File: config.mk
export PLATFORM = sky130hd
export DESIGN_NAME = regAluTop
export DESIGN_NICKNAME = d
export VERILOG_FILES = /design/src/verilog/regAluPkg.sv /design/src/verilog/registerFile.sv /design/src/verilog/aluUnit.sv /design/src/verilog/busRegisterBlock.sv /design/src/verilog/regAluTop.sv
export SDC_FILE = /design/constraint.sdc
export NUM_CORES = 1
export LEC_CHECK = 0
export ABC_AREA = 0
export BUFFER_PORTS_ARGS = -buffer_cell sky130_fd_sc_hd__buf_2
export CAP_MARGIN = 20
export CORE_ASPECT_RATIO = 1.75
export CORE_MARGIN = 3
export CORE_UTILIZATION = 60
export DETAILED_ROUTE_END_ITERATION = 12
export HOLD_SLACK_MARGIN = 0.12
export PLACE_DENSITY = 0.84
export SYNTH_ARGS = -nofsm -noshare
export SYNTH_HDL_FRONTEND = slang
export SYNTH_HIERARCHICAL = 1
export SYNTH_SLANG_ARGS = --single-unit
File: constraint.sdc
create_clock -name clk -period 6.67 [get_ports clk]
set_input_delay 0.667 -clock clk [delete_from_list [all_inputs] [get_ports clk]]
set_output_delay 0.667 -clock clk [all_outputs]
set_load 0.01 [all_outputs]
File: src/verilog/regAluPkg.sv
`default_nettype none

package regAluPkg;

        // Widths
        localparam int dataWidth     = 16;
        localparam int regIndexWidth = 4;
        localparam int busAddrWidth  = 8;
        localparam int busDataWidth  = 32;
        localparam int numRegs       = 16;

        typedef logic [dataWidth-1:0]     dataWord_t;
        typedef logic [regIndexWidth-1:0] regIndex_t;
        typedef logic [busAddrWidth-1:0]  busAddr_t;
        typedef logic [busDataWidth-1:0]  busWord_t;

        typedef enum logic [2:0] {
                opAdd,
                opSub,
                opAnd,
                opOr,
                opXor,
                opShl,
                opShr,
                opSltu
        } aluOp_t;

        ////////////////////////////////////////
        // Address map and command fields
        ////////////////////////////////////////
        localparam busAddr_t regWindowTop = 8'h3C;
        localparam busAddr_t cmdAddr      = 8'h40;

        localparam int cmdDestLsb = 0;
        localparam int cmdSrc1Lsb = 4;
        localparam int cmdSrc2Lsb = 8;
        localparam int cmdOpLsb   = 12;

        localparam logic [1:0] respOkay   = 2'b00;
        localparam logic [1:0] respSlvErr = 2'b10;

        // Host side of the bus
        typedef struct packed {
                logic     awvalid;
                busAddr_t awaddr;
                logic     wvalid;
                busWord_t wdata;
                logic     bready;
                logic     arvalid;
                busAddr_t araddr;
                logic     rready;
        } axiReq_t;

        // Slave side of the bus
        typedef struct packed {
                logic       awready;
                logic       wready;
                logic       bvalid;
                logic [1:0] bresp;
                logic       arready;
                logic       rvalid;
                busWord_t   rdata;
                logic [1:0] rresp;
        } axiRsp_t;

        typedef struct packed {
                regIndex_t readSelect1;
                regIndex_t readSelect2;
                regIndex_t writeSelect;
                logic      writeEnable;
                dataWord_t writeData;
        } regCtrl_t;

endpackage

`default_nettype wire

File: src/verilog/registerFile.sv
`timescale 1ns/1ps
`default_nettype none

module registerFile (
        input  logic                clk,
        input  logic                rst,
        input  regAluPkg::regCtrl_t ctrl,
        output regAluPkg::dataWord_t readData1,
        output regAluPkg::dataWord_t readData2
);

        regAluPkg::dataWord_t regs [regAluPkg::numRegs];

        // One hot write enables
        logic [regAluPkg::numRegs-1:0] writeDecode;

        ////////////////////////////////////////
        // Write port
        ////////////////////////////////////////
        always_comb begin
                writeDecode = '0;
                if (ctrl.writeEnable) begin
                        writeDecode[ctrl.writeSelect] = 1'b1;
                end
        end

        always_ff @(posedge clk) begin
                if (rst) begin
                        for (int i = 0; i < regAluPkg::numRegs; i++) begin
                                regs[i] <= '0;
                        end
                end else begin
                        for (int i = 0; i < regAluPkg::numRegs; i++) begin
                                if (writeDecode[i]) begin
                                        regs[i] <= ctrl.writeData;
                                end
                        end
                end
        end

        ////////////////////////////////////////
        // Read ports
        ////////////////////////////////////////

        // Old value is seen while the same register is written
        assign readData1 = regs[ctrl.readSelect1];
        assign readData2 = regs[ctrl.readSelect2];

endmodule

`default_nettype wire

File: src/verilog/aluUnit.sv
`timescale 1ns/1ps
`default_nettype none

module aluUnit (
        input  regAluPkg::aluOp_t    op,
        input  regAluPkg::dataWord_t operandA,
        input  regAluPkg::dataWord_t operandB,
        output regAluPkg::dataWord_t result
);

        // Shifts use the low four bits of B only
        logic [3:0] shiftAmount;

        assign shiftAmount = operandB[3:0];

        always_comb begin
                unique case (op)
                        regAluPkg::opAdd: begin
                                result = operandA + operandB;
                        end
                        regAluPkg::opSub: begin
                                result = operandA - operandB;
                        end
                        regAluPkg::opAnd: begin
                                result = operandA & operandB;
                        end
                        regAluPkg::opOr: begin
                                result = operandA | operandB;
                        end
                        regAluPkg::opXor: begin
                                result = operandA ^ operandB;
                        end
                        regAluPkg::opShl: begin
                                result = operandA << shiftAmount;
                        end
                        regAluPkg::opShr: begin
                                result = operandA >> shiftAmount;
                        end
                        regAluPkg::opSltu: begin
                                result = regAluPkg::dataWord_t'(operandA < operandB);
                        end
                        default: begin
                                result = '0;
                        end
                endcase
        end

endmodule

`default_nettype wire

File: src/verilog/busRegisterBlock.sv
`timescale 1ns/1ps
`default_nettype none

module busRegisterBlock (
        input  logic                 clk,
        input  logic                 rst,
        input  regAluPkg::axiReq_t   req,
        output regAluPkg::axiRsp_t   rsp,
        output regAluPkg::regCtrl_t  ctrl,
        input  regAluPkg::dataWord_t readData1,
        input  regAluPkg::dataWord_t readData2,
        output regAluPkg::aluOp_t    aluOp,
        input  regAluPkg::dataWord_t aluResult
);

        typedef enum logic [1:0] {
                stIdle,
                stWriteResp,
                stReadResp
        } busState_t;

        busState_t state;
        busState_t nextState;

        logic writeOffered;
        logic writeAccept;
        logic readAccept;
        logic awIsReg;
        logic awIsCmd;
        logic arIsReg;
        logic arIsCmd;

        regAluPkg::regIndex_t awIndex;
        regAluPkg::regIndex_t arIndex;
        regAluPkg::busWord_t  cmdWord;
        regAluPkg::busWord_t  readValue;
        regAluPkg::busWord_t  rdataQ;
        logic [1:0]           brespQ;
        logic [1:0]           rrespQ;

        // Aligned address inside the register window
        function automatic logic inRegWindow(regAluPkg::busAddr_t addr);
                return (addr <= regAluPkg::regWindowTop) && (addr[1:0] == 2'b00);
        endfunction

        ////////////////////////////////////////
        // Address decode and handshake
        ////////////////////////////////////////
        assign awIsReg = inRegWindow(req.awaddr);
        assign awIsCmd = (req.awaddr == regAluPkg::cmdAddr);
        assign arIsReg = inRegWindow(req.araddr);
        assign arIsCmd = (req.araddr == regAluPkg::cmdAddr);
        assign awIndex = req.awaddr[2 +: regAluPkg::regIndexWidth];
        assign arIndex = req.araddr[2 +: regAluPkg::regIndexWidth];

        // Write wins over a read in the same cycle
        assign writeOffered = req.awvalid && req.wvalid;
        assign writeAccept  = (state == stIdle) && writeOffered;
        assign readAccept   = (state == stIdle) && !writeOffered && req.arvalid;

        // Register file steering
        always_comb begin
                ctrl.readSelect1 = arIndex;
                ctrl.readSelect2 = req.wdata[regAluPkg::cmdSrc2Lsb +: regAluPkg::regIndexWidth];
                ctrl.writeSelect = awIndex;
                ctrl.writeData   = req.wdata[regAluPkg::dataWidth-1:0];
                if (writeOffered && awIsCmd) begin
                        ctrl.readSelect1 = req.wdata[regAluPkg::cmdSrc1Lsb +: regAluPkg::regIndexWidth];
                        ctrl.writeSelect = req.wdata[regAluPkg::cmdDestLsb +: regAluPkg::regIndexWidth];
                        ctrl.writeData   = aluResult;
                end
                ctrl.writeEnable = writeAccept && (awIsReg || awIsCmd);
        end

        assign aluOp = regAluPkg::aluOp_t'(req.wdata[regAluPkg::cmdOpLsb +: 3]);

        always_comb begin
                if (arIsReg) begin
                        readValue = regAluPkg::busWord_t'(readData1);
                end else if (arIsCmd) begin
                        readValue = cmdWord;
                end else begin
                        readValue = '0;
                end
        end

        ////////////////////////////////////////
        // Transaction FSM
        ////////////////////////////////////////
        always_comb begin
                nextState = state;
                unique case (state)
                        stIdle: begin
                                if (writeAccept) begin
                                        nextState = stWriteResp;
                                end else if (readAccept) begin
                                        nextState = stReadResp;
                                end
                        end
                        stWriteResp: begin
                                if (req.bready) begin
                                        nextState = stIdle;
                                end
                        end
                        stReadResp: begin
                                if (req.rready) begin
                                        nextState = stIdle;
                                end
                        end
                        default: begin
                                nextState = stIdle;
                        end
                endcase
        end

        always_ff @(posedge clk) begin
                if (rst) begin
                        state   <= stIdle;
                        cmdWord <= '0;
                end else begin
                        state <= nextState;
                        if (writeAccept && awIsCmd) begin
                                cmdWord <= req.wdata;
                        end
                end
        end

        // Response payload
        always_ff @(posedge clk) begin
                if (writeAccept) begin
                        brespQ <= (awIsReg || awIsCmd) ? regAluPkg::respOkay : regAluPkg::respSlvErr;
                end
                if (readAccept) begin
                        rdataQ <= readValue;
                        rrespQ <= (arIsReg || arIsCmd) ? regAluPkg::respOkay : regAluPkg::respSlvErr;
                end
        end

        assign rsp.awready = writeAccept;
        assign rsp.wready  = writeAccept;
        assign rsp.arready = readAccept;
        assign rsp.bvalid  = (state == stWriteResp);
        assign rsp.bresp   = brespQ;
        assign rsp.rvalid  = (state == stReadResp);
        assign rsp.rdata   = rdataQ;
        assign rsp.rresp   = rrespQ;

endmodule

`default_nettype wire

File: src/verilog/regAluTop.sv
`timescale 1ns/1ps
`default_nettype none

module regAluTop (
        input  logic               clk,
        input  logic               rst,
        input  regAluPkg::axiReq_t req,
        output regAluPkg::axiRsp_t rsp
);

        regAluPkg::regCtrl_t  ctrl;
        regAluPkg::dataWord_t readData1;
        regAluPkg::dataWord_t readData2;
        regAluPkg::dataWord_t aluResult;
        regAluPkg::aluOp_t    aluOp;

        // Bus slave steers the datapath
        busRegisterBlock busBlock (
                .clk       (clk),
                .rst       (rst),
                .req       (req),
                .rsp       (rsp),
                .ctrl      (ctrl),
                .readData1 (readData1),
                .readData2 (readData2),
                .aluOp     (aluOp),
                .aluResult (aluResult)
        );

        registerFile regFile (
                .clk       (clk),
                .rst       (rst),
                .ctrl      (ctrl),
                .readData1 (readData1),
                .readData2 (readData2)
        );

        // Operands come straight off the read ports
        aluUnit alu (
                .op       (aluOp),
                .operandA (readData1),
                .operandB (readData2),
                .result   (aluResult)
        );

endmodule

`default_nettype wire

* After elaboration in Yosys (flattened, before gate mapping)
Memories as Yosys holds them, arrays and structs flattened. Cells that the tools add are included.
Storage, ports and cells: memory bits (writable) 256, output and inout bits 41, latch bits 0, input bits 55, flip-flop bits (word level) 70, memories kept 1, word-level logic and storage cells 151, memory bits (read-only) 0
Operators by class: mux-type cells 82, order comparisons 5, bitwise operators 20, add/sub/neg operators 2, multiply operators 0, divide/modulo/power cells 0, reduce and logical (&&, ||, !) cells 19, equality and inequality tests 14, shifts and indexed selects 2
Memory list:
- regFile.regs | words 16, width 16, rd ports 2, clocked after Yosys merged registers in 0, wr ports 16, RTL line registerFile.sv:12 | regAluPkg::dataWord_t regs [regAluPkg::numRegs];
Operators with widths (number):
- two-way mux 16 bit | 20
- case mux 16 bit (8 select lines) | 1
- two-way mux 1 bit | 51
- adder 16 bit | 1
- bitwise AND 16 bit | 1
- == test 8 x 7 -> 1 bit, second input constant | 2
- <= comparator 8 x 6 -> 1 bit, second input constant | 2
- < comparator 16 bit | 1
- bitwise OR 1 bit | 16
- bitwise OR 16 bit | 1
- << shifter 16 x 4 -> 16 bit | 1
- >> shifter 16 x 4 -> 16 bit | 1
- subtractor 16 bit | 1
- XOR 16 bit | 1
- == test 3 bit, second input constant | 4
- two-way mux 2 bit | 6
- logical AND 1 bit | 10
- two-way mux 4 bit | 2
- == test 3 x 2 -> 1 bit, second input constant | 2
- logical NOT 2 bit | 3
- case mux 2 bit (3 select lines) | 1
- < comparator 4 x 5 -> 1 bit, second input constant | 1
- demux 1 bit (select 4 bit) | 1
- greater-or-equal comparator 4 x 1 -> 1 bit, second input constant | 1
- other kinds (11) | 13

* Longest topological paths before layout
Gate-level depths: netlist (run 1).
depth in word-level cells 12, gate-level depth with buffers 23, mapped depth without buffers 19

* By module
Netlist (run 1), hierarchy kept.
By module, submodules not included:
- registerFile | cells each 790, sequential area each 7687.4 sq um, times used 1, area each 12769.7 sq um
- aluUnit | cells each 549, sequential area each 0.0 sq um, times used 1, area each 3691.0 sq um
- busRegisterBlock | cells each 308, sequential area each 1701.6 sq um, times used 1, area each 3479.6 sq um

* Least setup slack after synthesis (run 1)
No wires, ideal clock.
path type input port to flip-flop, start input port req[47] in the netlist's numbering, end memory regFile/regs[10][11] in the netlist's numbering (data pin), cell stages on the path 21, arrival time 5.771 ns, slack 0.617 ns, setup time 0.282 ns, cell sequence or4b_4 -> nor4_4 -> buf_6 -> mux2_1 -> buf_6 -> buf_6 -> mux4_1 -> a22oi_1 -> nand2_1 -> inv_1 -> ha_1 -> buf_2 -> or3_1 -> o311ai_1 -> a31oi_1 -> a221o_1 -> a221o_1 -> mux2_2 -> nand2b_1 -> clkbuf_1 -> inv_1
RTL lines:
- start, declared | RTL line regAluTop.sv:7 | input regAluPkg::axiReq_t req,
- end, declared | RTL line registerFile.sv:12

==> impl_summary.log, run 1 <==
[metrics] async set or reset register ratio after synthesis: 0%
[metrics] top achievable clock speed: between 150 and 200 MHz
[metrics] highest ir drop seen on vdd: between 0.0002 and 0.00025 V
[metrics] startpoint-to-endpoint class of the critical path: in -> reg
[metrics] cell internal power dissipation: 3.915 mW
[metrics] total wire length after detailed routing: ~64000 um
[metrics] Crit path top cell by count: sky130_fd_sc_hd__buf_4
[metrics] pin count of the biggest net entering global routing: between 80 and 90
[metrics] count of fill cells added during filler insertion: around 2400
[metrics] Std-Cell Rows: 87
[metrics] share of the synthesized area in the top cell type: between 40 and 50%
[metrics] transition time at the pin with the least slew margin: roughly 1200 ps
[metrics] TritonCTS clock tree: done
[metrics] portion of the clock cycle consumed by the worst path in the final layout: between 90% and 100%
[metrics] reg2reg start: regFile/regs[1][0]
[metrics] cell types with the largest area share after synthesis: sky130_fd_sc_hd__edfxtp_1, sky130_fd_sc_hd__mux4_2, sky130_fd_sc_hd__nor2_1
[metrics] clock network fraction of total power: roughly 34%
[metrics] remaining global-route overflow: 0
[metrics] data arrival at the endpoint of the critical path: around 6700 ps
[metrics] register-to-register setup slack: approximately 1600 ps
[metrics] total global routing track utilization: 36.11%
[metrics] DRC violations left: 0
[metrics] kind of path behind the tightest hold check: in -> reg
[metrics] reg2reg path depth: 16
[metrics] largest area contributor in the synthesized netlist: sky130_fd_sc_hd__edfxtp_1
[metrics] Iteration-0 DRC Markers: 1925
[metrics] Die X-Extent: 143.8 um
[metrics] Crit Path Max Fanout: 17
[metrics] placed instance count: 2083
[metrics] sequential cell fraction of total power: between 40% and 50%
[metrics] Hold Path Origin: req[10]
[metrics] final setup vio count: 0
[metrics] power density over the cells: roughly 250 nW/um^2
[metrics] final RePlAce weighted congestion: roughly 1.1
[metrics] NumNets Final: 1822
[metrics] number of vias in the routed layout: 15350
[metrics] prevailing post-synth register cell: sky130_fd_sc_hd__edfxtp_1
[metrics] antenna violations before repair: 1
[metrics] Worst setup EP type: register
[metrics] number of top-level pins: between 90 and 100
[metrics] number of nets with antenna violations after routing: 0
[metrics] worst hold stages: 3
[metrics] effective utilization at floorplan: about three fifths
[metrics] vias in the first global route: ~15000
[metrics] post-layout instance count excluding filler cells: 2140
[metrics] gate count of the mapped netlist: roughly 1600
[metrics] area taken by flip-flops and latches: between 9000 and 10000 um^2
[metrics] endpoint of the lowest-slack register-to-register path: regFile/regs[15][10]
[metrics] post-route total power: ~5.5 mW
[metrics] sequential share of the synthesized area: 47.09%
[metrics] Clock Sink Count: roughly 320
[metrics] buffer levels on the longest clock path: 3
[metrics] cell type of the slowest stage on the worst timing path: sky130_fd_sc_hd__a31oi_1
[metrics] minimum clock period: between 6000 and 7000 ps
[metrics] Final Hold Vio Count: 0
[metrics] insertion delay of the later-clocked pin in the worst-skew pair: slightly below 600 ps
[metrics] CTS H-tree lvls: 1
[metrics] final core utilization: 67.32%
[metrics] summed instance area of the synthesized netlist: approximately 20000 um^2
[metrics] RSZ-0062 raised after global routing: false
[metrics] relative slew slack: around a fifth
[metrics] clock input transition at the sequential cells of the worst setup and hold paths: ~70 ps
[metrics] crit-path cells: buf_2, or4b_4, nor4_4, buf_4, mux2_4, buf_12, mux4_2, a22oi_1, nand2_1, buf_4, ha_1, o21bai_1, a21oi_1, o21ai_0, a31oi_1, o31ai_1, mux2i_1, nand4_1, mux2_2, nand2b_1, inv_1
[metrics] Seq cells post-synth: 324
[metrics] destination of the worst hold path: busBlock/state[0]
[metrics] Root Buffer Master: sky130_fd_sc_hd__clkbuf_16
[metrics] delay contributed by the slowest stage of the critical path: 610 ps
[metrics] buffers added on ports: 93
[metrics] Inserted Clock Buffers: 29
[metrics] maxcap violations: 0
[metrics] final-report max-slew violation count: 0
[metrics] total leakage power: approximately 8 nW
[metrics] switching part of the total power: between 20% and 30%
[metrics] number of enable-type register cells in the synthesized netlist: 290
[metrics] footprint of the multi-input gates: around 9500 um^2
[metrics] kind of start point of the critical path: primary input
[metrics] count of different cell masters after synthesis: between 80 and 90
[metrics] Comb power frac: between 20% and 30%
[metrics] area of the core: between 30000 and 40000 um^2
[metrics] die area: 35540 um^2
[metrics] warning count from the yosys run: 6
[metrics] wire length per cell: about 30 um
[metrics] number of vias per cell after detailed routing: 7.173
[metrics] wire length of the first global-routing pass: 94470 um
[metrics] post-CTS setup buffers: 0
[metrics] y dimension of the die: between 200 and 250 um
[metrics] outcome: finished, final reports clean
[metrics] net switching power of the design: between 1.5 and 2 mW
[metrics] worst clock skew: roughly 19 ps
[metrics] Worst Path Required: 6930 ps
[metrics] share of cells above drive strength 1: roughly 22%
[metrics] Area Overhead vs Synth: 9.877%
[metrics] HPWL reported at the end of detailed placement: between 40000 and 50000 um
[metrics] total iterations of the first detailed-routing run: 6
[metrics] mean instance size in the synthesized netlist: 12.11 um^2
-- routing by layer --
layer	up-vias	wire (um)	global-route usage, %	part of all wire [%]
li1	6372	-	-	-
met3	367	5506	6.211	8.5
met4	0	6507	27.91	10
met2	1108	32670	62.01	51
met1	7504	19810	38.88	31
met5	-	0	0	0
-- kinds of logic after synthesis --
family | after synthesis | share of synthesized area, %
XOR/XNOR | 1 | 0.04393
AO/OA/AOI/OAI | 301 | 10.39
AND/OR/NAND/NOR | 540 | 13.49
adder cells (fa/ha/maj) | 51 | 3.275
multiplexers | 217 | 20.12
other | 1 | 0.01881
buffers and inverters | 212 | 5.578
flip-flops | 324 | 47.09
-- final cells by class --
cell class / count / area share (%)
Multi-Input combinational cell: 1112 / 43.15
Clock buffer: 31 / 3.346
Clock inverter: 23 / 1.548
Inverter: 70 / 1.199
Sequential cell: 324 / 42.85
Tap cell: 400 / 2.284
Antenna cell: 1 / 0.01142
Timing Repair Buffer: 179 / 5.608
-- Yosys cell counts, drive strengths merged (7+ instances only) --
library cell,count
mux2i,51
o22ai,9
clkbuf,77
nand3,12
a21o,9
ha,49
o21ai,46
edfxtp,290
nand3b,16
nand2,84
mux2,32
dfxtp,34
buf,64
a221o,8
a31oi,7
mux4,134
nor2,220
nor2b,18
a22oi,68
nor3,24
a21oi,70
a211oi,14
nand2b,115
and2,21
inv,70
-- state kept, by name (all words and copies together), names as in the netlist --
signal and count:
busBlock/state 2, busBlock/rrespQ 1, busBlock/brespQ 1, regFile/regs 256
busBlock/rdataQ 32, busBlock/cmdWord 32
-- stage by stage --
step	hold slack (ps)	TNS, ps	instance area [um^2]	setup slack, ps
global placement	454.4	-520.5	20800	-59.43
floorplan	444.1	0	19940	616.6
detailed placement	464.7	-3100	20800	-190.1
global route	349.7	0	21910	7.291
finish	344.8	0	21910	222.5
CTS	327.0	0	21870	394.3
-- worst max path at each step --
stage,cells after the start,from,end,slack (ps)
2_1_floorplan,21,req[47],regFile/regs[10][11],620
3_3_place_gp,21,req[47],regFile/regs[11][13],-60
3_5_place_dp,21,req[47],regFile/regs[14][13],-190
4_1_cts,23,req[47],regFile/regs[14][13],390
5_1_grt,21,req[47],regFile/regs[14][13],7
6_report,21,req[47],regFile/regs[14][13],220
-- power by group through the flow --
stage | logic (mW) | clock network (mW) | registers (mW)
global route | 1.37 | 1.97 | 2.36
detailed placement | 1.26 | 0 | 2.39
global placement | 1.24 | 0 | 2.38
CTS | 1.27 | 1.90 | 2.35
finish | 1.31 | 1.89 | 2.35
floorplan | 0.810 | 0 | 2.38
-- critical path, delay by kind of cell --
kind,cells,cell delay (ps)
AO/OA/AOI/OAI,6,1820
AND/OR/NAND/NOR,5,1550
multiplexers,4,1360
buffers and inverters,5,1070
adder cells (fa/ha/maj),1,190
-- layout by cell type (no fill, tap or decap), types with 5 or more instances in the layout --
cell type                   count
sky130_fd_sc_hd__nand3_1       12
sky130_fd_sc_hd__mux2i_1       51
sky130_fd_sc_hd__o21ai_0       43
sky130_fd_sc_hd__nor3_1        21
sky130_fd_sc_hd__ha_1          49
sky130_fd_sc_hd__a211oi_1      13
sky130_fd_sc_hd__mux4_1        29
sky130_fd_sc_hd__nand2_1       84
sky130_fd_sc_hd__edfxtp_1     290
sky130_fd_sc_hd__bufinv_16      8
sky130_fd_sc_hd__a221oi_1       6
sky130_fd_sc_hd__buf_12         8
sky130_fd_sc_hd__a221o_1        8
sky130_fd_sc_hd__a31oi_1        7
sky130_fd_sc_hd__a22oi_1       68
sky130_fd_sc_hd__o22ai_1        9
sky130_fd_sc_hd__nor2_1       220
sky130_fd_sc_hd__o221ai_1       6
sky130_fd_sc_hd__a211o_1        5
sky130_fd_sc_hd__a21oi_1       69
sky130_fd_sc_hd__nor2b_1       17
sky130_fd_sc_hd__nand2b_1     115
sky130_fd_sc_hd__nand3b_1      16
sky130_fd_sc_hd__buf_2         92
sky130_fd_sc_hd__mux2_2        28
sky130_fd_sc_hd__buf_4         77
sky130_fd_sc_hd__and2_1        21
sky130_fd_sc_hd__inv_1         68
sky130_fd_sc_hd__a21o_1         9
sky130_fd_sc_hd__dfxtp_1       34
sky130_fd_sc_hd__clkbuf_16     29
sky130_fd_sc_hd__a32oi_1        5
sky130_fd_sc_hd__mux4_2       101
-- timing repair --
action                                  CTS  global route
resized for setup                         0             1
hold buffers                              0             0
endpoints found under the setup margin    0             6
Power figures use the tool's default switching activity.
==> run 2, diff against run 1 <==
PLACE_DENSITY = default   (was 0.84)
PLACE_DENSITY_LB_ADDON = 0.15   (was default)
==> run 2 against run 1 <==
  * Cell area increased by 0.56%
  * Via count decreased by 2.2%
  * Hold slack got worse by 9.7 ps
  * Global-route usage increased by 0.81 points
  * Sequential cell count unchanged
  * Utilization increased by 0.38 points
==> impl_summary.log, run 2 (synthesis gave the netlist of run 1 again) <==
[metrics] registers with the most flip-flops: regFile/regs x256, busBlock/cmdWord x32, busBlock/rdataQ x32
[metrics] highest ir drop seen on vdd: 0.0002695 V (+25%)
[metrics] count of fill cells added during filler insertion: 2402 (+2.0%)
[metrics] final RePlAce weighted congestion: 1.047 (-2.4%)
[metrics] area of the core: 32550 um^2 (unchanged)
[metrics] final setup vio count: 0 (unchanged)
[metrics] outcome: finished, final reports clean
[metrics] number of nets with antenna violations after routing: 0 (unchanged)
[metrics] pin count of the biggest net entering global routing: 99 (+21%)
[metrics] worst slack at placement: -114.3 ps (+75.79 ps)
[metrics] Worst setup EP type: register
[metrics] number of vias in the routed layout: 15020 (-2.2%)
[metrics] Placement Cell Area: 21010 um^2 (+0.97%)
[metrics] HPWL reported at the end of detailed placement: 45920 um (+0.47%)
[metrics] cell area after layout: 22030 um^2 (+0.56%)
[metrics] final-report max-slew violation count: 0 (unchanged)
[metrics] hold-fix buffer count after cts: 0 (unchanged)
[metrics] Clock Sink Count: 324 (unchanged)
[metrics] transition time at the pin with the least slew margin: 1144 ps (-41.03 ps)
[metrics] power density over the cells: 246.4 nW/um^2 (-2.7%)
[metrics] maxcap violations: 0 (unchanged)
[metrics] minimum setup slack in the final design: 399.3 ps (+176.8 ps)
[metrics] relative slew slack: 23.71% (+2.7 points)
[metrics] kind of start point of the critical path: primary input
[metrics] total iterations of the first detailed-routing run: 6 (unchanged)
[metrics] DRC violations left: 0 (unchanged)
[metrics] sequential cell fraction of total power: 43.3% (+0.8 points)
[metrics] Final Hold Vio Count: 0 (unchanged)
[metrics] minimum clock period: 6271 ps (-176.8 ps)
[metrics] cell internal power dissipation: 3.808 mW (-2.7%)
[metrics] vias in the first global route: 15070 (-2.2%)
[metrics] total leakage power: 8.255 nW (+0.94%)
[metrics] Root Buffer Master: sky130_fd_sc_hd__clkbuf_16
[metrics] Std-Cell Rows: 87 (unchanged)
[metrics] Critical path buffers and inverters: 4 (-1)
[metrics] RSZ-0062 raised after global routing: false
[metrics] Worst path top cell family by delay: simple AND/OR/NAND/NOR gates
[metrics] Largest Register: regFile/regs
[metrics] switching part of the total power: 29.85% (+0.42 points)
[metrics] wire length of the first global-routing pass: 95120 um (+0.68%)
[metrics] die area: 35540 um^2 (unchanged)
[metrics] share of cells above drive strength 1: 22.95% (+0.64 points)
[metrics] cell type of the slowest stage on the worst timing path: sky130_fd_sc_hd__mux2_2
[metrics] buffers added on ports: 93 (unchanged)
[metrics] portion of the clock cycle consumed by the worst path in the final layout: 94.01% (-2.7 points)
[metrics] delay contributed by the slowest stage of the critical path: 790 ps (+180 ps)
[metrics] kind of path behind the tightest hold check: in -> reg
[metrics] max FFs per register: 256 (unchanged)
[metrics] number of vias per cell after detailed routing: 6.953 (-3.1%)
[metrics] crit-path cells: buf_2, or4b_4, nor4_4, mux2_2, buf_4, mux4_2, a22oi_1, nand2_1, inv_1, ha_1, nor3b_2, nor3_1, nor3b_1, a211o_1, nand2_1, a211oi_1, o22ai_1, mux2_2, nand2b_1, inv_1
[metrics] buffer levels on the longest clock path: 3 (unchanged)
[metrics] remaining global-route overflow: 0 (unchanged)
[metrics] net switching power of the design: 1.620 mW (-0.72%)
[metrics] CTS H-tree lvls: 1 (unchanged)
[metrics] Die X-Extent: 143.8 um (unchanged)
[metrics] total global routing track utilization: 36.92% (+0.81 points)
[metrics] Iteration-0 DRC Markers: 1508 (-22%)
[metrics] post_cts resized: 0 (unchanged)
[metrics] effective utilization at floorplan: 61.27% (unchanged)
[metrics] post-CTS setup buffers: 0 (unchanged)
[metrics] Crit Path Max Fanout: 29 (+12)
[metrics] most frequent standard cell in the layout excluding fill and tap cells: sky130_fd_sc_hd__edfxtp_1
[metrics] insertion delay of the later-clocked pin in the worst-skew pair: 590 ps (about the same)
[metrics] NumNets Final: 1843 (+1.2%)
[metrics] worst clock skew: 28.52 ps (+9.786 ps)
[metrics] number of top-level pins: 96 (unchanged)
[metrics] startpoint-to-endpoint class of the critical path: in -> reg
[metrics] total wire length after detailed routing: 65370 um (+1.4%)
[metrics] clock network fraction of total power: 32.4% (-1.6 points)
[metrics] final core utilization: 67.69% (+0.38 points)
[metrics] commonest non-fill, non-tap cells in the layout: sky130_fd_sc_hd__edfxtp_1, sky130_fd_sc_hd__nor2_1, sky130_fd_sc_hd__nand2b_1
[metrics] Comb power frac: 24.3% (+0.7 points)
[metrics] count of antenna diodes in the layout: 0 (-1)
[metrics] wire length per cell: 30.27 um (+0.43%)
[metrics] Worst Path Required: 6970 ps (+40 ps)
[metrics] Area Overhead vs Synth: 10.49%
[metrics] data arrival at the endpoint of the critical path: 6580 ps (-130 ps)
[metrics] y dimension of the die: 247.2 um (unchanged)
[metrics] TritonCTS clock tree: done
[metrics] clock input transition at the sequential cells of the worst setup and hold paths: 70 ps (about the same)
[metrics] antenna violations before repair: 1 (unchanged)
[metrics] top achievable clock speed: 159.5 MHz (+2.8%)
[metrics] Inserted Clock Buffers: 29 (unchanged)
run 2: worst reg2reg max path: cells and delay by family (launching register included):
family,cells,cell delay [ps]
flip-flops,1,430
AO/OA/AOI/OAI,7,1540
adder cells (fa/ha/maj),2,760
AND/OR/NAND/NOR,3,640
buffers and inverters,2,320
multiplexers,2,920
run 2: per-layer routing:
layer  share of wire, %  wire length, um  vias up  track usage (%)
li1                   -                -     6401                -
met2                 51            33560      951            64.05
met3                8.0             5235      268            5.824
met1                 32            21190     7397            41.63
met5              0.020               13        -                0
met4                8.2             5383        2            24.09
run 2: final timing paths:
check,from,to,slack [ps],depth (start not counted)
worst max-delay path,req[47],regFile/regs[11][0],400,20
worst min-delay path,req[42],busBlock/cmdWord[31],340,3
worst max register to register,regFile/regs[2][0],regFile/regs[11][0],1780,16
worst min register to register,busBlock/cmdWord[20],busBlock/cmdWord[20],470,2
run 2: final cells by class:
class	count	area (um^2)	share of cell area [%]
multi-input cells	1112	9459	42.93
flip-flops and latches	324	9389	42.61
repair buffers	200	1439	6.531
clock buffers	33	740.7	3.362
well taps	400	500.5	2.272
inverters	70	262.8	1.193
clock inverters	21	241.5	1.096
run 2: power by group through the flow:
stage,Clock [mW],Sequential [mW],Combinational [mW]
global placement,0,2.38,1.28
floorplan,0,2.38,0.810
detailed placement,0,2.39,1.28
finish,1.76,2.35,1.32
global route,1.84,2.36,1.39
CTS,1.77,2.35,1.29
run 2: per-stage QoR:
| step | power [mW] | cells | hold WS, ps | setup TNS [ps] |
|---|---|---|---|---|
| CTS | 5.404 | 2157 | 317.3 | 0 |
| detailed placement | 3.671 | 2103 | 461.6 | -1279 |
| finish | 5.429 | 2160 | 335.1 | 0 |
| global route | 5.592 | 2160 | 332.7 | 0 |
| global placement | 3.656 | 2102 | 454.1 | -1456 |
| floorplan | 3.189 | 1648 | 444.1 | 0 |
